--- src/sram_alloc_pkg.sv ---
`default_nettype none

package sram_alloc_pkg;

    // --------------------
    // Switch geometry.
    // --------------------

    // The bank id is five bits wide, so these two counts are tied to the encoding.
    localparam int NUM_SRAMS = 32;
    localparam int NUM_PORTS = 4;

    // --------------------
    // Widths with a meaning.
    // --------------------

    // Bank index used by the scanner, the table and the grant.
    typedef logic [4:0] sram_id_t;

    // Best-bank code of the matcher, one bit wider than a bank index.
    typedef logic [5:0] best_sram_t;

    // Output port of the switch.
    typedef logic [1:0] port_id_t;

    // Packet length counted in half-words.
    typedef logic [8:0] pkt_len_t;

    // Free space of a bank in pages of 8 half-words.
    typedef logic [10:0] pages_t;

    // Number of packets that one port keeps in one bank.
    typedef logic [8:0] pkt_count_t;

    // Match tick and its run-time threshold.
    typedef logic [4:0] tick_t;

    // The best-bank code used while no candidate has been found yet.
    localparam best_sram_t NO_SRAM = best_sram_t'(NUM_SRAMS);

    // --------------------
    // Bus payloads.
    // --------------------

    // Write request from the ingress side.
    typedef struct packed {
        pkt_len_t length;
        port_id_t port;
    } wr_req_t;

    // Granted bank and the pages reserved in it.
    typedef struct packed {
        sram_id_t sram;
        pages_t   pages;
    } wr_grant_t;

    // Pages and one packet handed back when a packet leaves a bank.
    typedef struct packed {
        sram_id_t sram;
        port_id_t port;
        pages_t   pages;
    } rel_req_t;

    // Request and grant sequencing of the allocation controller.
    typedef enum logic [1:0] {
        alloc_idle,
        alloc_match,
        alloc_grant,
        alloc_commit
    } alloc_state_t;

    // A packet takes its length divided by 8, rounded down, plus one page.
    function automatic pages_t pages_needed(input pkt_len_t length);
        return pages_t'(length[8:3]) + pages_t'(1);
    endfunction

endpackage

`default_nettype wire
--- src/port_wr_sram_matcher.sv ---
`timescale 1ns/1ns
`default_nettype none

module port_wr_sram_matcher (
    input  logic                       clk,
    input  logic                       rst_n,
    input  sram_alloc_pkg::tick_t      match_threshold,
    // Request side.
    input  sram_alloc_pkg::pkt_len_t   new_length,
    input  logic                       match_enable,
    input  logic                       xfer_ready,
    output logic                       match_suc,
    // Status table side, for the bank under scan.
    input  sram_alloc_pkg::sram_id_t   match_sram,
    output sram_alloc_pkg::best_sram_t match_best_sram,
    input  logic                       accessible,
    input  sram_alloc_pkg::pages_t     free_space,
    input  sram_alloc_pkg::pkt_count_t packet_amount
);
    import sram_alloc_pkg::*;

    // Idle, scanning, or holding a result until the grant is taken.
    typedef enum logic [1:0] {
        m_idle,
        m_matching,
        m_done
    } match_state_t;

    match_state_t match_state;
    tick_t        match_tick;
    logic         match_find;
    pkt_count_t   max_amount;
    logic         eligible;
    logic         scoring;

    // --------------------
    // Scoring.
    // --------------------

    // A bank qualifies when it is unlocked and has room for the packet.
    assign eligible = accessible && (free_space >= pages_needed(new_length));

    // The best bank is frozen once the match is done.
    assign scoring = match_enable && !xfer_ready && (match_state != m_done);

    // The >= comparison lets the later scanned bank win a tie.
    always_ff @(posedge clk) begin
        if (!rst_n || !match_enable || xfer_ready) begin
            match_find      <= 1'b0;
            max_amount      <= '0;
            match_best_sram <= NO_SRAM;
        end else if (scoring && eligible && packet_amount >= max_amount) begin
            match_find      <= 1'b1;
            max_amount      <= packet_amount;
            match_best_sram <= best_sram_t'(match_sram);
        end
    end

    // --------------------
    // Tick and state.
    // --------------------

    // The tick counts enabled cycles and wraps at the threshold.
    always_ff @(posedge clk) begin
        if (!rst_n) begin
            match_tick <= '0;
        end else if (match_enable && match_tick != match_threshold) begin
            match_tick <= match_tick + tick_t'(1);
        end else begin
            match_tick <= '0;
        end
    end

    // Success needs both the threshold tick and a candidate in hand.
    // Without a candidate the scan simply goes round again.
    always_ff @(posedge clk) begin
        if (!rst_n) begin
            match_state <= m_idle;
            match_suc   <= 1'b0;
        end else begin
            match_suc <= 1'b0;
            case (match_state)
                m_idle: begin
                    if (match_enable) begin
                        match_state <= m_matching;
                    end
                end
                m_matching: begin
                    if (!match_enable) begin
                        match_state <= m_idle;
                    end else if (match_find && match_tick == match_threshold) begin
                        match_suc   <= 1'b1;
                        match_state <= m_done;
                    end
                end
                default: begin
                    // Held until the controller drops the enable.
                    if (!match_enable) begin
                        match_state <= m_idle;
                    end
                end
            endcase
        end
    end

    a_suc_pulse : assert property (@(posedge clk) disable iff (!rst_n)
        match_suc |=> !match_suc);

    a_suc_has_bank : assert property (@(posedge clk) disable iff (!rst_n)
        match_suc |-> match_best_sram < NO_SRAM);

endmodule

`default_nettype wire

--- config.mk ---
export PLATFORM = sky130hd
export DESIGN_NAME = port_wr_sram_matcher
export DESIGN_NICKNAME = d
export VERILOG_FILES = /design/src/sram_alloc_pkg.sv /design/src/port_wr_sram_matcher.sv
export SDC_FILE = /design/constraint.sdc
export NUM_CORES = 1
export LEC_CHECK = 0
export BUFFER_PORTS_ARGS = -buffer_cell sky130_fd_sc_hd__buf_4
export CAP_MARGIN = 25
export CORE_UTILIZATION = 30
export DETAILED_ROUTE_END_ITERATION = 6
export GPL_TIMING_DRIVEN = 0
export SLEW_MARGIN = 20
export SYNTH_ARGS = -nofsm -noshare
export SYNTH_HDL_FRONTEND = slang
export SYNTH_SLANG_ARGS = --single-unit
--- constraint.sdc ---
create_clock -name clk -period 6.5 [get_ports clk]
set_input_delay 0.65 -clock clk [delete_from_list [all_inputs] [get_ports clk]]
set_output_delay 0.65 -clock clk [all_outputs]
set_load 0.005 [all_outputs]
==> impl_results.md <==
* Resized cells post-CTS at 0
* Max_cap viols at 0
* Max FO, Critical Path at 10
* Power density cells at between 150 and 200 nW/um^2
* Largest net degree at the start of global routing at 15
* Synth Warn # at 0
* H-tree Lvls at 1
* Worst R2R Start: max_amount[2]
* Hold Crit Class: flop to flop
* Mapped Area at 1420 um^2
* First-pass GRT wire length at 4840 um
* Fin. max-slew vios at 0
* Post-layout nets at 279
* Headroom to the max-slew limit at 66.8%
* Clock Path Buffers at 2
* Yosys top cell by area: dfxtp_1
* Worst vdd ir at 0.0886 mV
* Final setup viols at 0
* CTS tree: done
* First DRT Iteration DRCs at 49
* Fin. Hold Viols at 0
* Worst Setup End Kind: flop
* Top Ports at 51
* Vias in the first global route at 1174
* Outcome: completed
* Chip width at just over 70 um
* Layout area overhead at 34.4%
* Vias at 1221
* DR vias/cell at 4.56
* Setup TNS at 0 ns
* Core Footprint at 4440 um^2
* WP data arrival at 2.77 ns
* Antenna violations before repair at 0
* Dominant cells by area after synthesis: dfxtp_1 34%, ha_1 16%, mux2i_1 9.9%
* Worst reg2reg path depth at 10
* Leakage power at 0.000819 uW
* Die H at between 70 and 80 um
* WHS at between 0.4 and 0.5 ns
* Fmax at 384 MHz
* Cell Rows at 24
* Clock transition at path regs at 0.09 ns
* Worst Tran Pin Value at between 0.4 and 0.5 ns
* Worst hold path depth at 2
* Fin crit share at between 40% and 50%
* Launch point of the worst path: new_length[3]
* CTS sink count at 24
* Final ANT Viol Nets at 0
* #FFs+latches synth at 24
* CP Class: input pin to flop
* CP Launch Type: input pin
* DR pass1 iterations at 5
* R2R Setup Slk at 4.67 ns
* CP required at 6.67 ns
* Initial Utilization at 32.0%
* Worst r2r dst: max_amount[7]
* Worst-skew pair later-pin latency at roughly 0.26 ns
* Minimum clock period after layout at 2.61 ns
* Area of the die at 5020 um^2
* Inserted Clock Buffers at 3
* RSZ-0062 raised after global routing: false
* Final HPWL from detailed placement at 2190 um
* Wire per inst at 10.1 um
* Syn_nets at 227
* Synth cell types at 28
* Gate Count Post-Synth at between 150 and 200
* Top-area cell type share of the netlist area at 33.8%
* Buffers on Ports at 47
* Hold buffers post-CTS at 0
* Layout Skew at 0.00181 ns
* CTS Root Cell: clkbuf_8
* GRT Util Overall at between 10% and 20%
* DRC viols at 0
* Sequential area share after synthesis at 33.8%
* Final wirelength at 2720 um
* Grt ovf at 0
* Diode count at 0
* Worst setup path end: match_find
* Routability congestion estimate at around 0.70
* Ratio of cells with drive above 1 in the final layout at 25.5%
* Mean Syn Cell Area at 8.62 um^2
* # Post-CTS Setup Buffers at 0
## Yosys cell counts (all sizes together)
master  count
and3        2
nand4       2
a21oi       6
mux2i      14
buf         2
xor2        7
a21o        1
dfxtp      24
nor3        4
a211oi      1
inv        14
nor4        1
nor2        9
nand2      32
clkbuf      3
or4         1
nor2b       2
ha         18
nand2b      1
o21ai       5
xnor2       5
o2111a      1
nand3       8
o21a        1
nor3b       1
## through the flow
| step | cell area [um^2] | total power, uW | cells | utilization [%] | worst slack (ns) |
|---|---|---|---|---|---|
| floorplan | 1420 | 179 | 165 | - | 3.88 |
| global placement | 1840 | 207 | 264 | 41.4 | 3.59 |
| detailed placement | 1840 | 207 | 264 | 41.4 | 3.57 |
| CTS | 1910 | 340 | 268 | 43.0 | 3.86 |
| global route | 1910 | 355 | 268 | 43.0 | 3.75 |
| finish | 1910 | 334 | 268 | 43.0 | 3.89 |
## where the power goes
group | switching (uW) | internal, uW
Clock | 48.6 | 82.3
Sequential | 1.10 | 148
Combinational | 22.6 | 30.6
Total | 72.3 | 261
## layout make-up
type | count | area, um^2
fillers | 464 | 2530
well taps | 52 | 65.1
clock buffers | 3 | 41.3
repair buffers | 47 | 353
inverters | 14 | 52.6
flip-flops and latches | 24 | 480
multi-input cells | 122 | 847
clock inverters | 1 | 30.0
plain buffers | 5 | 42.5
## cell families (layout without fill, tap and decap cells)
group                      Yosys count  count (layout)  share of synthesized area [%]
xor gates and xnor gates            12              12                           7.39
buffers and inverters               19              70                           6.68
DFF                                 24              24                           33.8
adders and majority gates           18              18                           15.8
and+or+nand+nor                     63              63                           20.2
muxes                               14              14                           9.85
AOI/OAI and AO/OA                   15              15                           6.24
## layout by cell type, fill, tap and decap left out, types with 3 or more instances in the layout
cell	n
buf_4	47
nand2_1	32
dfxtp_1	24
ha_1	18
inv_1	14
mux2i_1	14
nor2_1	9
nand3_1	8
xor2_1	7
a21oi_1	6
xnor2_1	5
o21ai_0	4
nor3_1	3
clkbuf_1	3
clkbuf_8	3
## state kept, by name, indices dropped and copies added, names as in the netlist
| name | flops |
|---|---|
| max_amount | 9 |
| match_best_sram | 6 |
| match_tick | 5 |
| match_state | 2 |
| match_find | 1 |
| match_suc | 1 |
## worst max-delay path: stages
cell and delay [ns]:
buf_4 0.12, ha_1 0.21, and3_1 0.21, xnor2_1 0.12, ha_1 0.29, a211oi_1 0.24
nor2_1 0.08, nor3_2 0.15, o21ai_1 0.10, o2111a_1 0.14, buf_6 0.15, buf_12 0.15
o21a_1 0.16
## metal layers
| layer | part of all wire (%) | track usage (%) |
|---|---|---|
| met5 | 0 | 0 |
| met4 | 0.52 | 2.67 |
| met3 | 4.6 | 3.28 |
| met2 | 45 | 20.0 |
| met1 | 50 | 15.3 |
## worst min-delay path by stage
stage                             from                 end  slack (ns)
global route        match_best_sram[0]  match_best_sram[0]        0.47
CTS                      max_amount[2]       max_amount[2]        0.46
finish                   max_amount[2]       max_amount[2]        0.46
floorplan                max_amount[1]       max_amount[1]        0.43
detailed placement  match_best_sram[1]  match_best_sram[1]        0.45
global placement    match_best_sram[0]  match_best_sram[0]        0.44
Note: power is estimated with default switching activity, not from simulation.
