--- config.mk ---
export PLATFORM = sky130hd
export DESIGN_NAME = sram_scan
export DESIGN_NICKNAME = d
export VERILOG_FILES = /design/src/sram_alloc_pkg.sv /design/src/sram_scan.sv
export SDC_FILE = /design/constraint.sdc
export NUM_CORES = 1
export LEC_CHECK = 0
export ABC_AREA = 1
export BUFFER_PORTS_ARGS = -buffer_cell sky130_fd_sc_hd__buf_2
export CORE_AREA = 2 2 39 41
export CTS_BUF_LIST = sky130_fd_sc_hd__clkbuf_8
export DETAILED_ROUTE_END_ITERATION = 8
export DIE_AREA = 0 0 41 43
export PLACE_DENSITY = 0.47
export SETUP_SLACK_MARGIN = 0.3
export SLEW_MARGIN = 20
export SYNTH_ARGS = -nofsm -noshare
export SYNTH_HDL_FRONTEND = slang
export SYNTH_SLANG_ARGS = --single-unit
--- constraint.sdc ---
create_clock -name clk -period 1.5 [get_ports clk]
set_input_delay 0.225 -clock clk [delete_from_list [all_inputs] [get_ports clk]]
set_output_delay 0.225 -clock clk [all_outputs]
set_load 0.02 [all_outputs]
--- src/sram_alloc_pkg.sv ---
`default_nettype none

package sram_alloc_pkg;

    // --------------------
    // Switch geometry.
    // --------------------

    // The bank id is five bits wide, so these two counts are tied to the encoding.
    localparam int NUM_SRAMS = 32;
    localparam int NUM_PORTS = 4;

    // --------------------
    // Widths with a meaning.
    // --------------------

    // Bank index used by the scanner, the table and the grant.
    typedef logic [4:0] sram_id_t;

    // Best-bank code of the matcher, one bit wider than a bank index.
    typedef logic [5:0] best_sram_t;

    // Output port of the switch.
    typedef logic [1:0] port_id_t;

    // Packet length counted in half-words.
    typedef logic [8:0] pkt_len_t;

    // Free space of a bank in pages of 8 half-words.
    typedef logic [10:0] pages_t;

    // Number of packets that one port keeps in one bank.
    typedef logic [8:0] pkt_count_t;

    // Match tick and its run-time threshold.
    typedef logic [4:0] tick_t;

    // The best-bank code used while no candidate has been found yet.
    localparam best_sram_t NO_SRAM = best_sram_t'(NUM_SRAMS);

    // --------------------
    // Bus payloads.
    // --------------------

    // Write request from the ingress side.
    typedef struct packed {
        pkt_len_t length;
        port_id_t port;
    } wr_req_t;

    // Granted bank and the pages reserved in it.
    typedef struct packed {
        sram_id_t sram;
        pages_t   pages;
    } wr_grant_t;

    // Pages and one packet handed back when a packet leaves a bank.
    typedef struct packed {
        sram_id_t sram;
        port_id_t port;
        pages_t   pages;
    } rel_req_t;

    // Request and grant sequencing of the allocation controller.
    typedef enum logic [1:0] {
        alloc_idle,
        alloc_match,
        alloc_grant,
        alloc_commit
    } alloc_state_t;

    // A packet takes its length divided by 8, rounded down, plus one page.
    function automatic pages_t pages_needed(input pkt_len_t length);
        return pages_t'(length[8:3]) + pages_t'(1);
    endfunction

endpackage

`default_nettype wire
--- src/sram_scan.sv ---
`timescale 1ns/1ns
`default_nettype none

module sram_scan (
    input  logic                     clk,
    input  logic                     rst_n,
    input  logic                     match_enable,
    input  sram_alloc_pkg::tick_t    match_threshold,
    output sram_alloc_pkg::sram_id_t match_sram
);
    import sram_alloc_pkg::*;

    logic at_threshold;

    // --------------------
    // Bank walk.
    // --------------------

    // The index runs in step with the match tick of the matcher.
    // It wraps at the threshold, so a short threshold narrows the scan
    // to banks 0 up to the threshold.
    assign at_threshold = (match_sram == sram_id_t'(match_threshold));

    // While matching is off the index rests at bank 0.
    // Each new match therefore starts its scan there.
    always_ff @(posedge clk) begin
        if (!rst_n) begin
            match_sram <= '0;
        end else if (match_enable && !at_threshold) begin
            match_sram <= match_sram + sram_id_t'(1);
        end else begin
            // Wrap at the threshold, or park at bank 0 when disabled.
            match_sram <= '0;
        end
    end

    // With the full threshold of 31 the walk covers every bank once per window.
    // That also follows from the 5-bit wrap of the index.

endmodule

`default_nettype wire

==> results.tsv, run 1 <==
metric	value	unit
# fillers	169	
RSZ-0062 raised after global routing	no	
final max-slew violation count	0	
synthesized flop and latch total	5	
Post-Syn Nets	57	
logic gate share of total power	0.090	
IO Count	13	
flip-flop count of the largest register after layout	5	
CTS buffer count	3	
Final HPWL DP	461	um
cell taking the most area after synthesis	dfxtp_1	
Rows	14	
switching share of power	0.207	
final wirelength	624	um
Seq pwr share	0.341	
RePlAce Congestion	0.709	
final hold vios	0	
ys async rst share	0	
count leader, synth	nand2_1	
clock transition at the registers of the reported paths	0.03	ns
post-synthesis cell count	48	
Die ar.	1760	um2
# DRC	0	
hold slack	0.371	ns
CTS Root Cell	clkbuf_8	
CP Class	flip-flop to flip-flop	
Relative slew margins	0.866	
crit path max-delay cell type	dfxtp_1	
Switch Pwr	0.0859	mW
run status	finished, final reports clean	
Post-CTS Setup Inserts	0	
wire per inst	7.80	um
clock buffer depth	2	
Sink Count	5	
CTS tree	done	
Mapped Area	297	um2
drt pass-1 iters	2	
Worst Hold Class	input pin to flip-flop	
fin nets	74	
internal power	0.329	mW
achievable frequency	0.918	GHz
Layout Utilization	0.306	
Core Area	1380	um2
port bufs	12	
power per cell area	981	nW/um2
share of cells above drive strength 1	0.297	
drt via density	3.86	
clock power share	0.569	
Die W	41	um
1st-iter DRT viols	2	
Tmin final	1.09	ns
# placed instances	76	
Area contributors post-synth	dfxtp_1, nand2_1, inv_1	
Synth Flop Type	dfxtp_1	
via count	309	
htree depth	1	
chip height	43	um
commonest cells in the netlist	nand2_1, inv_1, nor2_1, dfxtp_1, nand3_1	
largest net degree at the start of global routing	7	
worst skew pair latency	0.22	ns
worst vdd rail ir drop	491	uV
CP Max Fanout	5	
Final TNS setup	0	ns
Slew @ Worst Pin	0.200	ns
Setup Skew	0.000760	ns
period utilization	0.727	
top-area cell type share of the netlist area	0.338	
Avg Cell Area, Syn	6.18	um2
area grow syn2layout	42.6	%
Crit. End Element	flip-flop	
number of flops mapped to enable cells by yosys	0	
max incr delay on CP	0.41	ns
Yosys cell types	11	
crit path launch type	flip-flop	
CP required	1.65	ns
Final Setup Violations	0	
# hold bufs at CTS	0	
vias in the first global route	302	
gr usage total	0.0982	
# diodes	0	
Leak	0.231	nW
Overflow after GRT	0	
largest register by flop count	match_sram	
initial core utilization	0.214	
initial antenna violation count	0	
YS warnings	0	
Final ANT Viol Nets	0	
register area share after synthesis	0.338	
max-cap violations	0	
Final Non-Filler Cells	80	
Arr. time, crit path	1.24	ns
biggest regs	match_sram (5)	
first-pass GRT wire length	1150	um
Cell Chain, Critical Path	ha_1 -> nand3_1 -> xor2_1 -> inv_1 -> nor2_1	
per-stage QoR:
stage	power [mW]	setup slack (ns)	cell area, um2
6_report	0.415	0.410	423
5_1_grt	0.437	0.303	423
2_1_floorplan	0.163	0.365	297
3_5_place_dp	0.180	0.440	377
3_3_place_gp	0.180	0.439	377
4_1_cts	0.425	0.387	422
worst max-delay path: cells and delay by family (launching register included):
kind,cells,cell delay (ns)
xor+xnor,1,0.14
flops,1,0.41
buf+inv,1,0.05
fa+ha+maj,1,0.23
simple gates,2,0.18
power groups by stage:
| stage | sequential, mW | combinational (mW) | clock (mW) |
|---|---|---|---|
| final | 0.142 | 0.0374 | 0.236 |
| after global routing | 0.142 | 0.0454 | 0.250 |
| after CTS | 0.141 | 0.0384 | 0.245 |
| after floorplan | 0.145 | 0.0182 | 0 |
| after global placement | 0.142 | 0.0378 | 0 |
| after detailed placement | 0.143 | 0.0373 | 0 |
final cells by class:
cell class | instances | area, um2 | share of cell area
clock inverters | 1 | 3.75 | 0.00888
well taps | 16 | 20.0 | 0.0473
repair buffers | 12 | 60.1 | 0.142
flip-flops and latches | 5 | 101 | 0.240
clock buffers | 3 | 41.3 | 0.0976
multi-input cells | 30 | 148 | 0.349
inverters | 13 | 48.8 | 0.115
repair_timing:
action,4_1_cts,5_1_grt
resized for setup,0,1
hold endpoints to repair,0,0
setup endpoints to repair,0,5
cell families after synthesis:
family	count (synthesis)	share of synthesized area
compound gates	1	0.0295
buf+inv	13	0.165
simple gates	25	0.338
fa+ha+maj	1	0.0422
flops	5	0.338
xor+xnor	3	0.0886
placed cells by master (no fill, tap or decap):
cell type	instances
xor2_1	2
nor2_1	7
ha_1	1
nand3_1	3
clkbuf_8	3
nand2_2	1
inv_2	1
xnor2_1	1
nand2_1	14
buf_2	12
o21ai_2	1
dfxtp_1	4
inv_1	13
dfxtp_2	1
final timing paths:
check,from,end,slack [ns],cells past startpoint
max,match_sram[1]$_SDFF_PN0_,match_sram[4]$_SDFF_PN0_,0.41,5
min reg2reg,match_sram[0]$_SDFF_PN0_,match_sram[0]$_SDFF_PN0_,0.47,1
min,match_enable,match_sram[0]$_SDFF_PN0_,0.37,5
max reg2reg,match_sram[1]$_SDFF_PN0_,match_sram[4]$_SDFF_PN0_,0.41,5
per-layer routing:
metal | vias up | routed length (um) | GRT usage
met5 | - | 0 | 0
li1 | 168 | - | -
met2 | 6 | 316 | 0.138
met4 | 0 | 0 | 0.100
met3 | 0 | 35 | 0.0157
met1 | 135 | 273 | 0.115
No activity file was read; power rests on OpenSTA's default activity.
==> run 2: changes to the inputs <==
PLACE_DENSITY = 0.48   (was 0.47)
clock period = 0.88 ns   (was 1.5 ns; I/O delays follow)
==> results.tsv, run 2 (synthesis results as in run 1) <==
metric	value	unit
run status	complete, but fails checks	
failing checks	setup timing	
port bufs	12	
largest net degree at the start of global routing	6	
Buf/Inv on CP	1	
Overflow after GRT	0	
gr usage total	0.0934	
final wirelength	633	um
vias in the first global route	303	
Crit. End Element	flip-flop	
most common cell after layout, fill and taps aside	nand2_1	
flip-flop count of the largest register after layout	5	
worst vdd rail ir drop	514	uV
Worst Hold Class	input pin to flip-flop	
area grow syn2layout	82.3	%
Tmin final	0.960	ns
hold slack	0.267	ns
Arr. time, crit path	1.07	ns
grt met2 use	0.131	
CTS tree	done	
wire per inst	7.36	um
share of cells above drive strength 1	0.543	
power per cell area	1340	nW/um2
Final WS setup	-0.0796	ns
largest register by flop count	match_sram	
period utilization	1.09	
Final Setup Violations	6	
max incr delay on CP	0.38	ns
Setup Skew	0.00310	ns
crit path launch type	flip-flop	
RePlAce Congestion	0.725	
first-pass GRT wire length	1080	um
CP Max Fanout	5	
clock transition at the registers of the reported paths	0.04	ns
initial antenna violation count	0	
final max-slew violation count	0	
delay-heaviest family, CP	simple AND/OR/NAND/NOR gates	
drt pass-1 iters	3	
# DRC	0	
Die W	41	um
achievable frequency	1.04	GHz
Leak	0.266	nW
Final HPWL DP	511	um
via count	335	
met1 Use GR	0.106	
# hold bufs at CTS	0	
Slew @ Worst Pin	0.119	ns
biggest regs	match_sram (5)	
CTS buffer count	3	
clock buffer depth	2	
Placed Area	443	um2
IO Count	13	
max-cap violations	0	
CTS Root Cell	clkbuf_8	
worst skew pair latency	0.22	ns
Final ANT Viol Nets	0	
Cell Chain, Critical Path	inv_2 -> nand2_1 -> nand2_1 -> nor2_1 -> nand3_1 -> nand2_2 -> nor2_1	
1st-iter DRT viols	1	
htree depth	1	
initial core utilization	0.214	
CP required	0.99	ns
Sink Count	5	
final hold vios	0	
# diodes	0	
most frequent cells in the layout	nand2_1, inv_1, buf_2, nor2_1, buf_4	
RSZ-0062 raised after global routing	yes	
crit path max-delay cell type	dfxtp_4	
grt met3 use	0.0314	
GR peak layer	met2	
Die ar.	1760	um2
CP Class	flip-flop to flip-flop	
chip height	43	um
Core Area	1380	um2
fin nets	80	
drt via density	3.90	
Rows	14	
design area	541	um2
Relative slew margins	0.920	
run 2: cell count changes in the layout (fill, tap and decap cells not counted), sizes merged:
cell	before	now
clkinv	0	1
buf	12	18
inv	14	13
run 2: path summary, 6_finish.rpt:
kind              cells past startpoint                       end                      from  slack (ns)
setup / recovery                      7  match_sram[0]$_SDFF_PN0_  match_sram[1]$_SDFF_PN0_       -0.08
hold / removal                        5  match_sram[4]$_SDFF_PN0_              match_enable        0.27
setup reg to reg                      7  match_sram[0]$_SDFF_PN0_  match_sram[1]$_SDFF_PN0_       -0.08
hold reg to reg                       2  match_sram[0]$_SDFF_PN0_  match_sram[0]$_SDFF_PN0_        0.56
run 2: worst min-delay path: cells and delay by family:
| family | cells | cell delay (ns) |
|---|---|---|
| simple gates | 3 | 0.18 |
| buf+inv | 2 | 0.13 |
run 2: per-stage QoR:
step                power, mW  instances  setup WS, ns  setup TNS (ns)  utilization
CTS                     0.730         85       -0.0722          -0.444        0.373
detailed placement      0.300         80       -0.0754          -0.356        0.320
finish                  0.726         86       -0.0796          -0.411        0.391
floorplan               0.271         48       -0.0460          -0.218            -
global placement        0.299         80       -0.0800          -0.367        0.320
global route            0.777         86        -0.197           -1.05        0.391
run 2: area by class of cell:
class                   count  area (um2)
fillers                   148         843
multi-input cells          30         170
repair buffers             18         136
flip-flops and latches      5         119
inverters                  13        48.8
clock buffers               3        41.3
well taps                  16        20.0
clock inverters             1        5.00
run 2: timing repair:
action,in CTS,in global routing
pin swaps,5,4
gates resized for setup,6,7
cloned,0,0
endpoints found under the setup margin,10,10
buffers inserted,1,1
run 2: metal layers:
layer | up-vias | routed length, um
met1 | 144 | 292
li1 | 183 | -
met5 | - | 0
met3 | 0 | 34
met4 | 0 | 0
met2 | 8 | 306
run 2: power breakdown:
part | internal (mW) | total [mW] | switching (mW)
clock network | 0.304 | 0.418 | 0.114
logic | 0.0398 | 0.0774 | 0.0376
registers | 0.221 | 0.230 | 0.00950
total | 0.565 | 0.726 | 0.161
