===== src/sram_alloc_pkg.sv =====
`default_nettype none

package sram_alloc_pkg;

    // --------------------
    // Switch geometry.
    // --------------------

    // The bank id is five bits wide, so these two counts are tied to the encoding.
    localparam int NUM_SRAMS = 32;
    localparam int NUM_PORTS = 4;

    // --------------------
    // Widths with a meaning.
    // --------------------

    // Bank index used by the scanner, the table and the grant.
    typedef logic [4:0] sram_id_t;

    // Best-bank code of the matcher, one bit wider than a bank index.
    typedef logic [5:0] best_sram_t;

    // Output port of the switch.
    typedef logic [1:0] port_id_t;

    // Packet length counted in half-words.
    typedef logic [8:0] pkt_len_t;

    // Free space of a bank in pages of 8 half-words.
    typedef logic [10:0] pages_t;

    // Number of packets that one port keeps in one bank.
    typedef logic [8:0] pkt_count_t;

    // Match tick and its run-time threshold.
    typedef logic [4:0] tick_t;

    // The best-bank code used while no candidate has been found yet.
    localparam best_sram_t NO_SRAM = best_sram_t'(NUM_SRAMS);

    // --------------------
    // Bus payloads.
    // --------------------

    // Write request from the ingress side.
    typedef struct packed {
        pkt_len_t length;
        port_id_t port;
    } wr_req_t;

    // Granted bank and the pages reserved in it.
    typedef struct packed {
        sram_id_t sram;
        pages_t   pages;
    } wr_grant_t;

    // Pages and one packet handed back when a packet leaves a bank.
    typedef struct packed {
        sram_id_t sram;
        port_id_t port;
        pages_t   pages;
    } rel_req_t;

    // Request and grant sequencing of the allocation controller.
    typedef enum logic [1:0] {
        alloc_idle,
        alloc_match,
        alloc_grant,
        alloc_commit
    } alloc_state_t;

    // A packet takes its length divided by 8, rounded down, plus one page.
    function automatic pages_t pages_needed(input pkt_len_t length);
        return pages_t'(length[8:3]) + pages_t'(1);
    endfunction

endpackage

`default_nettype wire

===== src/port_wr_alloc_ctrl.sv =====
`timescale 1ns/1ns
`default_nettype none

module port_wr_alloc_ctrl (
    input  logic                       clk,
    input  logic                       rst_n,
    // Write request.
    input  sram_alloc_pkg::wr_req_t    req,
    input  logic                       req_valid,
    output logic                       req_ready,
    // Grant to the requester.
    output sram_alloc_pkg::wr_grant_t  grant,
    output logic                       grant_valid,
    input  logic                       grant_ready,
    // Matcher control.
    output logic                       match_enable,
    output logic                       xfer_ready,
    output sram_alloc_pkg::pkt_len_t   new_length,
    output sram_alloc_pkg::port_id_t   cur_port,
    input  logic                       match_suc,
    input  sram_alloc_pkg::best_sram_t match_best_sram,
    // Commit to the status table.
    output logic                       commit_valid,
    output sram_alloc_pkg::wr_grant_t  commit,
    output sram_alloc_pkg::port_id_t   commit_port
);
    import sram_alloc_pkg::*;

    alloc_state_t state;
    wr_req_t      req_q;
    wr_grant_t    grant_q;

    // --------------------
    // Sequencing.
    // --------------------

    // One request is in flight at a time.
    // The commit state lasts exactly one cycle after the handshake.
    always_ff @(posedge clk) begin
        if (!rst_n) begin
            state <= alloc_idle;
        end else begin
            case (state)
                alloc_idle:   if (req_valid) state <= alloc_match;
                alloc_match:  if (match_suc) state <= alloc_grant;
                alloc_grant:  if (grant_ready) state <= alloc_commit;
                default:      state <= alloc_idle;
            endcase
        end
    end

    // The request is latched on acceptance and held for the match.
    always_ff @(posedge clk) begin
        if (state == alloc_idle && req_valid) begin
            req_q <= req;
        end
    end

    // The winning bank is captured one cycle after the success pulse.
    always_ff @(posedge clk) begin
        if (state == alloc_match && match_suc) begin
            grant_q.sram  <= match_best_sram[4:0];
            grant_q.pages <= pages_needed(req_q.length);
        end
    end

    // --------------------
    // Outputs.
    // --------------------

    // Matching stays on through the grant so the matcher holds its result.
    assign req_ready    = (state == alloc_idle);
    assign match_enable = (state == alloc_match) || (state == alloc_grant);
    assign grant_valid  = (state == alloc_grant);
    assign xfer_ready   = (state == alloc_commit);
    assign commit_valid = (state == alloc_commit);

    assign new_length  = req_q.length;
    assign cur_port    = req_q.port;
    assign grant       = grant_q;
    assign commit      = grant_q;
    assign commit_port = req_q.port;

endmodule

`default_nettype wire


===== config.mk =====
export PLATFORM = sky130hd
export DESIGN_NAME = port_wr_alloc_ctrl
export DESIGN_NICKNAME = d
export VERILOG_FILES = /design/src/sram_alloc_pkg.sv /design/src/port_wr_alloc_ctrl.sv
export SDC_FILE = /design/constraint.sdc
export NUM_CORES = 1
export LEC_CHECK = 0
export BUFFER_PORTS_ARGS = -buffer_cell sky130_fd_sc_hd__buf_2
export CAP_MARGIN = 20
export CORE_MARGIN = 4
export CORE_UTILIZATION = 42
export DETAILED_ROUTE_END_ITERATION = 16
export GPL_TIMING_DRIVEN = 0
export PLACE_DENSITY = 0.83
export REMOVE_ABC_BUFFERS = 1
export SYNTH_ARGS = -nofsm -noshare
export SYNTH_HDL_FRONTEND = slang
export SYNTH_SLANG_ARGS = --single-unit

===== constraint.sdc =====
create_clock -name clk -period 1.6 [get_ports clk]
set_input_delay 0.08 -clock clk [delete_from_list [all_inputs] [get_ports clk]]
set_output_delay 0.08 -clock clk [all_outputs]
set_load 0.05 [all_outputs]

==> results of run 1 <==
[cell type report]
class | instances | area [um^2] | share of cell area
Clock buffer | 3 | 22.5 | 0.0145
Clock inverter | 1 | 5.00 | 0.00322
Inverter | 7 | 26.3 | 0.0169
Multi-Input combinational cell | 33 | 245 | 0.158
Sequential cell | 25 | 738 | 0.475
Tap cell | 30 | 37.5 | 0.0242
Timing Repair Buffer | 79 | 478 | 0.308
[worst max-delay path: stages (launching register included)]
cell     delay, ps
dfxtp_4        390
inv_1           80
ha_1           160
and2_1         480
[registers in the layout, summed over array words and instances, names as in the netlist]
register	count
commit	12
state	2
new_length	9
commit_port	2
[cells in the final DEF (no fill, tap or decap)]
| cell type | count |
|---|---|
| clkinv_2 | 1 |
| dlygate4sd3_1 | 16 |
| ha_1 | 6 |
| clkbuf_4 | 3 |
| nand2_1 | 3 |
| o211ai_1 | 1 |
| nand3_1 | 3 |
| conb_1 | 8 |
| and3_1 | 2 |
| a222oi_1 | 1 |
| edfxtp_1 | 23 |
| buf_4 | 1 |
| ha_2 | 1 |
| xnor2_1 | 3 |
| buf_2 | 62 |
| and2_1 | 1 |
| dfxtp_4 | 2 |
| mux2i_1 | 2 |
| xor2_1 | 1 |
| inv_1 | 7 |
| and2_2 | 1 |
[power groups by stage]
stage / Combinational (mW) / Sequential (mW) / Clock [mW]
3_3_place_gp: 1.30 / 0.994 / 0
3_5_place_dp: 1.33 / 1.01 / 0
5_1_grt: 1.45 / 1.02 / 0.311
4_1_cts: 1.38 / 0.992 / 0.277
6_report: 1.38 / 1.00 / 0.266
2_1_floorplan: 0.504 / 1.55 / 0
[metal layers]
layer	wire, um	vias up	GRT usage
li1	-	376	-
met4	0	0	0.0190
met3	316	0	0.0238
met2	1320	53	0.284
met1	786	361	0.125
met5	0	-	0
[path summary, 6_finish.rpt]
check                           cells after the start  startpoint          to  slack, ps
worst max register to register                      3    state[1]  commit[12]        140
worst max-delay path                                3    state[1]  commit[12]        140
worst min-delay path                                3       rst_n    state[0]         40
worst min register to register                      2    state[0]    state[0]        510
[stage by stage]
step | TNS, ps | power, mW | worst slack [ps]
after floorplan | -308 | 2.05 | -71.6
after global placement | 0 | 2.29 | 66.9
after detailed placement | -65.1 | 2.33 | -34.9
after CTS | 0 | 2.65 | 62.7
after global routing | 0 | 2.79 | 54.4
final | 0 | 2.65 | 145
[cells by family after synthesis]
family          share of synthesized area
mux                                0.0175
simple gates                       0.0459
buf+inv                             0.174
xor+xnor                           0.0306
compound gates                     0.0153
other cells                       0.00327
flops                               0.638
fa+ha+maj                          0.0764
[repair_timing]
item,in CTS,in global routing
resized for setup,0,5
hold buffers,16,0
setup buffers,1,0
pin swaps,1,1
hold endpoints to repair,16,0
endpoints found under the setup margin,2,3
==> run summary, run 1 <==
## Run status
• **run status** finished clean

## Setup path
• **kind of capture point of the worst setup path** flop
• **Worst EP arrival** 1410 ps
• **startpoint type of the worst setup path** flop
• **kind of critical path** reg2reg
• **crit-path max FO** 12
• **Critical Path RT** 1560 ps

## Floorplanning
• **top-level port count** 72
• **standard cell core area** 2540 um^2
• **Horiz. Die Dim** 60.2 um
• **Die Area** 3630 um^2
• **FP Rows** 18
• **initial core utilization** 0.450
• **Die Ht** 60.2 um

## Logic synthesis
• **distinct cell type count after synthesis** 16
• **mapped cell area** 1150 um^2
• **Area contributors post-synth** edfxtp_1 (60%), buf_4 (15%), ha_1 (7.6%), dfxtp_1 (3.5%), inv_1 (2.3%)
• **ys async rst share** 0
• **number of flops mapped to enable cells by yosys** 23
• **count of mapped cells out of synthesis** 81
• **Commonest cells post-synth** buf_4 (23), edfxtp_1 (23), ha_1 (7), inv_1 (7)
• **Yosys top cell area share** 0.603
• **cell accounting for the most synthesized area** edfxtp_1
• **primary flip-flop cell chosen by synthesis mapping** edfxtp_1
• **proportion of synthesized chip area in sequential cells** 0.638
• **yosys warns** 0
• **FF+latch count, synth** 25
• **synthesized area per cell** 14.1 um^2

## Global routing
• **maximum number of pins on one net before global-route repair** 15
• **grt ovf** 0
• **first-pass GRT wire length** 3480 um
• **Overall Global Routing Usage** 0.132
• **vias in the first global route** 789
• **antenna violations before repair** 0

## Routing
• **Via Count** 790
• **Total Routed Length** 2420 um
• **count of nets left with antenna violations after detail routing** 0
• **DRC violation count after routing** 0
• **Detailed Route Iter0 Violations** 14
• **detailed-route vias per instance** 4.44
• **routed wirelength normalized by instance count** 13.6 um
• **first drt pass iteration count** 4

## Cells and area
• **Area Overhead vs Synth** 35.5%
• **ant diodes** 0
• **number of cells in the finished layout apart from fillers** 178
• **area of all placed cells without fillers** 1550 um^2
• **fraction of final layout cells sized beyond drive strength 1** 0.480
• **share of the core filled with cells in the final layout** 0.610
• **Final Net Count** 178
• **layout filler cell count** 193

## CTS
• **clk sinks** 25
• **cell chosen for the clock root** clkbuf_4
• **buffer depth of the longest clock path** 2
• **Skew-Pair Late Insertion Delay** 300 ps
• **clock-pin slew of the registers on the worst-case setup and hold paths** 130 ps
• **total clock buffers created by CTS** 3
• **number of H-tree levels** 1
• **CTS tree** built

## Pwr
• **part of the power in the clock network** 0.101
• **switching power** 1.33 mW
• **Combinational Power Share** 0.520
• **net switching fraction of the power** 0.502
• **power density of the placed cells** 1700 nW/um^2
• **Power Internal** 1.32 mW
• **Lkg Pwr** 0.729 nW
• **Max IR drop VDD** 0.00117 V
• **sequential share of power** 0.379

## STA
• **Fin Hold WS** 35.8 ps
• **Tcrit/Tclk final** 0.910
• **final max-slew violation count** 0
• **setup repair after global routing missed its margin** false
• **max frequency** 687 MHz
• **endpoints failing hold** 0
• **relative max-transition margin** 0.632
• **shortest period the worst path allows** 1460 ps
• **Final setup violation count** 0
• **worst clock skew** 2.59 ps
• **transition time of the tightest slew-check pin** 552 ps

## Placement
• **cell area after placement** 1350 um^2
• **number of placed instances with taps included** 157
• **Final Wtd Congestion** 0.772
• **count of buffers from port buffering** 62
• **post-detailed-placement half-perimeter wirelength** 1720 um

## Run
• **max_cap viols** 0

## Hold path
• **worst min-delay path class** in2reg

Note: power is estimated with default switching activity, not from simulation.
==> run 2, diff against run 1 <==
Settings changed: CORE_UTILIZATION 42 to 38, PLACE_DENSITY 0.83 to 0.79.
Clock period 1.6 ns to 1.2 ns, I/O delays scaled along.
==> run 2 against run 1 <==
Highest routed layer is now met4; critical path depth is 2 higher; flip-flop and latch count is the same; register-to-register slack worse by 260 ps; utilization about the same; largest power group unchanged; critical endpoint is now state[0]; fmax is 11% higher; first-iteration DRC count up 110%; wire length fell by 5.0%; hold slack worse by 18 ps; sequential share of layout area is 4.8 points lower; the flow now finishes with violations (setup timing).
==> run summary, run 2 (synthesis results as in run 1) <==
## Run status
• **run status** complete, but fails checks
• **violations in the final reports** setup timing

## Global routing
• **antenna violations before repair** 0
• **maximum number of pins on one net before global-route repair** 14
• **grt ovf** 0
• **Overall Global Routing Usage** 0.120
• **vias in the first global route** 797
• **first-pass GRT wire length** 3660 um

## Hold path
• **worst min-delay path class** in2reg
• **Hold Path Depth** 3
• **endpoint of the worst hold path** state[1]
• **Hold Startpoint** rst_n

## STA
• **TNS Setup** -423 ps
• **setup repair after global routing missed its margin** true
• **endpoints failing hold** 0
• **shortest period the worst path allows** 1310 ps
• **max frequency** 761 MHz
• **final max-slew violation count** 0
• **Tcrit/Tclk final** 1.10
• **Final setup violation count** 6
• **setup ws final** -114 ps
• **worst clock skew** 0.697 ps

## Placement
• **Final Wtd Congestion** 0.706
• **count of buffers from port buffering** 62
• **Post-Place Setup Slack** -421 ps
• **number of placed instances with taps included** 158
• **post-detailed-placement half-perimeter wirelength** 1620 um

## Cells and area
• **multi-input gate area in the final layout** 288 um^2
• **Area Overhead vs Synth** 50.5%
• **layout filler cell count** 229
• **Storage cell area** 738 um^2
• **most common library cell in the layout ignoring fill and taps** buf_2
• **number of flip-flops in the largest register** 12
• **number of cells in the finished layout apart from fillers** 189
• **share of the core filled with cells in the final layout** 0.610
• **most used cells in the layout excluding fill and tap cells** buf_2 (57), edfxtp_1 (23), dlygate4sd3_1 (16)
• **ant diodes** 0
• **fraction of final layout cells sized beyond drive strength 1** 0.551
• **Final Net Count** 188

## Routing
• **routed wirelength normalized by instance count** 12.2 um
• **detailed-route vias per instance** 4.24
• **Total Routed Length** 2300 um
• **DRC violation count after routing** 0
• **first drt pass iteration count** 3
• **Via Count** 801
• **Detailed Route Iter0 Violations** 30
• **count of nets left with antenna violations after detail routing** 0

## Run
• **max_cap viols** 0

## CTS
• **buffer depth of the longest clock path** 2
• **Skew-Pair Late Insertion Delay** 300 ps
• **number of H-tree levels** 1
• **clock-pin slew of the registers on the worst-case setup and hold paths** 120 ps
• **CTS tree** built
• **total clock buffers created by CTS** 3
• **cell chosen for the clock root** clkbuf_4
• **clk sinks** 25

## Floorplanning
• **Horiz. Die Dim** 62.9 um
• **standard cell core area** 2830 um^2
• **FP Rows** 19
• **Die Area** 3960 um^2
• **Die Ht** 62.9 um
• **initial core utilization** 0.405
• **top-level port count** 72

## Setup path
• **kind of capture point of the worst setup path** flop
• **startpoint type of the worst setup path** flop
• **FF-to-FF setup slack** -110 ps
• **Crit path largest cell delay** 380 ps
• **crit-path max FO** 3
• **slowest stage cell, crit path** dfxtp_4
• **Crit Reg-Reg Endpoint** state[0]
• **Worst EP arrival** 1550 ps
• **Critical Path RT** 1440 ps
• **source of the worst register-to-register timing path** state[0]
• **ordered cell list for the critical path** buf_6 > ha_4 > a222oi_1 > buf_4 > mux2i_1
• **kind of critical path** reg2reg
• **reg2reg path depth** 5

## Pwr
• **Max IR drop VDD** 0.00118 V
• **Lkg Pwr** 0.788 nW
• **power density of the placed cells** 2340 nW/um^2

==> run 2: changes by cell type in the layout (fill, tap and decap cells not counted), sizes merged <==
cell    change
clkbuf      +1
buf        +10
clkinv      -1
==> run 2: per-layer routing <==
metal | GRT usage | part of all wire
met2 | 0.208 | 0.50
met4 | 0.0606 | 0.021
met5 | 0 | 0
met1 | 0.125 | 0.37
met3 | 0.0432 | 0.11
==> run 2: critical path, delay by kind of cell (launching register included) <==
family	cells	cell delay (ps)
multiplexers	1	160
buffers and inverters	2	300
flip-flops	1	380
AO/OA/AOI/OAI	1	250
adder cells (fa/ha/maj)	1	150
==> run 2: worst max-delay path by stage <==
stage	from	endpoint	slack [ps]	cells after the start
6_report	state[0]	state[0]	-110	5
5_1_grt	state[1]	state[1]	-260	5
4_1_cts	state[1]	state[0]	-110	5
3_5_place_dp	state[0]	state[0]	-420	4
3_3_place_gp	state[0]	state[1]	-350	4
2_1_floorplan	state[0]	state[0]	-470	4
==> run 2: layout make-up <==
class | instances | share of cell area
Sequential cell | 25 | 0.428
Inverter | 7 | 0.0181
Timing Repair Buffer | 89 | 0.350
Multi-Input combinational cell | 33 | 0.167
Clock buffer | 4 | 0.0152
Tap cell | 31 | 0.0225
==> run 2: power breakdown <==
part / leakage, nW / total (mW) / internal (mW) / switching (mW)
clock: 0.0150 / 0.354 / 0.129 / 0.225
sequential: 0.232 / 1.32 / 1.21 / 0.114
combinational: 0.541 / 2.36 / 0.818 / 1.55
total: 0.788 / 4.04 / 2.16 / 1.88
==> run 2: what timing repair did <==
item | 4_1_cts | 5_1_grt
endpoints found under the setup margin | 30 | 31
pin swaps | 2 | 3
gates resized for setup | 26 | 8
hold buffers | 16 | 0
endpoints found under the hold margin | 16 | 0
setup buffers | 6 | 5
==> run 2: per-stage QoR <==
step                hold slack, ps  area (um^2)  power [mW]
finish                        17.8         1730        4.04
detailed placement             239         1350        3.11
CTS                           5.09         1670        3.89
floorplan                      159         1000        2.74
global placement               236         1350        3.07
global route                  28.5         1730        4.27
==> run 3, diff against run 2 <==
Settings changed: HOLD_SLACK_MARGIN from default to 0.12.
==> run 3 against run 2 <==
The flow still finishes with violations (setup timing); design area is 0.15% higher; cell count is the same; sequential power about the same; sequential share of layout area down 0.062 points; utilization rose by 0.089 points; critical path depth is the same; worst setup slack barely moved; count of clock-buffer cells in the layout unchanged.
==> run summary, run 3 (synthesis results as in run 1) <==
## Run status
• **run status** complete, but fails checks
• **violations in the final reports** setup timing

## Routing
• **first drt pass iteration count** 4
• **Via Count** 807
• **Detailed Route Iter0 Violations** 31
• **DRC violation count after routing** 0
• **routed wirelength normalized by instance count** 12.2 um
• **detailed-route vias per instance** 4.27
• **Total Routed Length** 2310 um
• **count of nets left with antenna violations after detail routing** 0

## Global routing
• **met1 routing resource usage after global routing** 0.125
• **maximum number of pins on one net before global-route repair** 14
• **most utilized layer in the global route result** met2
• **vias in the first global route** 809
• **first-pass GRT wire length** 3660 um
• **met3 usage** 0.0414
• **grt ovf** 0
• **global routing usage on met2** 0.209
• **antenna violations before repair** 0
• **Overall Global Routing Usage** 0.120

## Setup path
• **Crit path largest cell delay** 380 ps
• **Worst EP arrival** 1550 ps
• **kind of critical path** reg2reg
• **source of the critical timing path** state[0]
• **startpoint type of the worst setup path** flop
• **Critical Path RT** 1440 ps
• **source of the worst register-to-register timing path** state[0]
• **kind of capture point of the worst setup path** flop
• **slowest stage cell, crit path** dfxtp_4
• **crit-path max FO** 3
• **ordered cell list for the critical path** buf_6 > ha_4 > a222oi_1 > buf_4 > mux2i_1

## CTS
• **cell chosen for the clock root** clkbuf_4
• **clk sinks** 25
• **total clock buffers created by CTS** 3
• **Skew-Pair Late Insertion Delay** 300 ps
• **number of H-tree levels** 1
• **CTS tree** built
• **clock-pin slew of the registers on the worst-case setup and hold paths** 120 ps
• **buffer depth of the longest clock path** 2

## STA
• **setup ws final** -114 ps
• **worst clock skew** 0.720 ps
• **endpoints failing hold** 0
• **TNS Setup** -426 ps
• **Tcrit/Tclk final** 1.09
• **setup repair after global routing missed its margin** true
• **max frequency** 761 MHz
• **Final setup violation count** 6
• **shortest period the worst path allows** 1310 ps
• **final max-slew violation count** 0

## Floorplanning
• **Horiz. Die Dim** 62.9 um
• **initial core utilization** 0.405
• **Die Area** 3960 um^2
• **Die Ht** 62.9 um
• **standard cell core area** 2830 um^2
• **FP Rows** 19
• **top-level port count** 72

## Pwr
• **switching power** 1.88 mW
• **part of the power in the clock network** 0.088
• **net switching fraction of the power** 0.469
• **Lkg Pwr** 0.787 nW
• **Max IR drop VDD** 0.00178 V
• **sequential share of power** 0.330
• **Combinational Power Share** 0.582
• **power density of the placed cells** 2320 nW/um^2
• **Power Internal** 2.13 mW

## Placement
• **cell area after placement** 1350 um^2
• **Final Wtd Congestion** 0.706
• **Post-Place Setup Slack** -421 ps
• **post-detailed-placement half-perimeter wirelength** 1620 um
• **count of buffers from port buffering** 62

## Cells and area
• **fraction of final layout cells sized beyond drive strength 1** 0.544
• **Area Overhead vs Synth** 50.8%
• **ant diodes** 0
• **area of all placed cells without fillers** 1730 um^2
• **most used cells in the layout excluding fill and tap cells** buf_2 (57), edfxtp_1 (23), dlygate4sd3_1 (17)
• **number of flip-flops in the largest register** 12
• **Final Net Count** 188
• **most common library cell in the layout ignoring fill and taps** buf_2

## Run
• **max_cap viols** 0

## Hold path
• **worst min-delay path class** in2reg
• **Hold Startpoint** match_suc

==> run 3: power groups by stage <==
stage	combinational (mW)	sequential (mW)	clock, mW
3_5_place_dp	1.76	1.34	0
3_3_place_gp	1.74	1.33	0
4_1_cts	2.19	1.33	0.370
2_1_floorplan	0.672	2.07	0
5_1_grt	2.47	1.35	0.411
6_report	2.33	1.32	0.354
==> run 3: worst paths after layout <==
| path | to | slack [ps] | cells past startpoint |
|---|---|---|---|
| min reg2reg | commit[4] | 620 | 1 |
| min | commit[11] | 220 | 2 |
| max | state[0] | -110 | 5 |
| max reg2reg | state[0] | -110 | 5 |
==> run 3: final cells by class <==
class / instances / area [um^2]
repair buffers: 89 / 606
multi-input cells: 33 / 288
inverters: 7 / 31.3
flip-flops and latches: 25 / 738
clock buffers: 4 / 26.3
fillers: 229 / 1100
well taps: 31 / 38.8
==> run 3: per-layer routing <==
metal | vias to the layer above | part of all wire
met5 | - | 0
met4 | 0 | 0.021
met3 | 4 | 0.11
met2 | 50 | 0.50
met1 | 356 | 0.37
li1 | 397 | -
==> run 3: timing repair <==
item                       4_1_cts  5_1_grt
setup endpoints to repair       30       31
pin swaps                        2        3
gates resized for setup         26        8
setup buffers                    6        4
hold buffers                    17        0
hold endpoints to repair        18        0
==> run 3: worst max-delay path, delay by kind of cell, from the launching register on <==
family                     cells  cell delay [ps]
AOI/OAI and AO/OA              1              250
adders and majority gates      1              150
buffers and inverters          2              300
DFF                            1              380
muxes                          1              160
==> run 3: stage by stage <==
step	instances	total power, mW	util	hold WS [ps]
global placement	158	3.07	0.477	236
detailed placement	158	3.11	0.477	239
CTS	185	3.89	0.592	216
global route	189	4.23	0.611	231
finish	189	4.01	0.611	220
floorplan	65	2.74	-	159
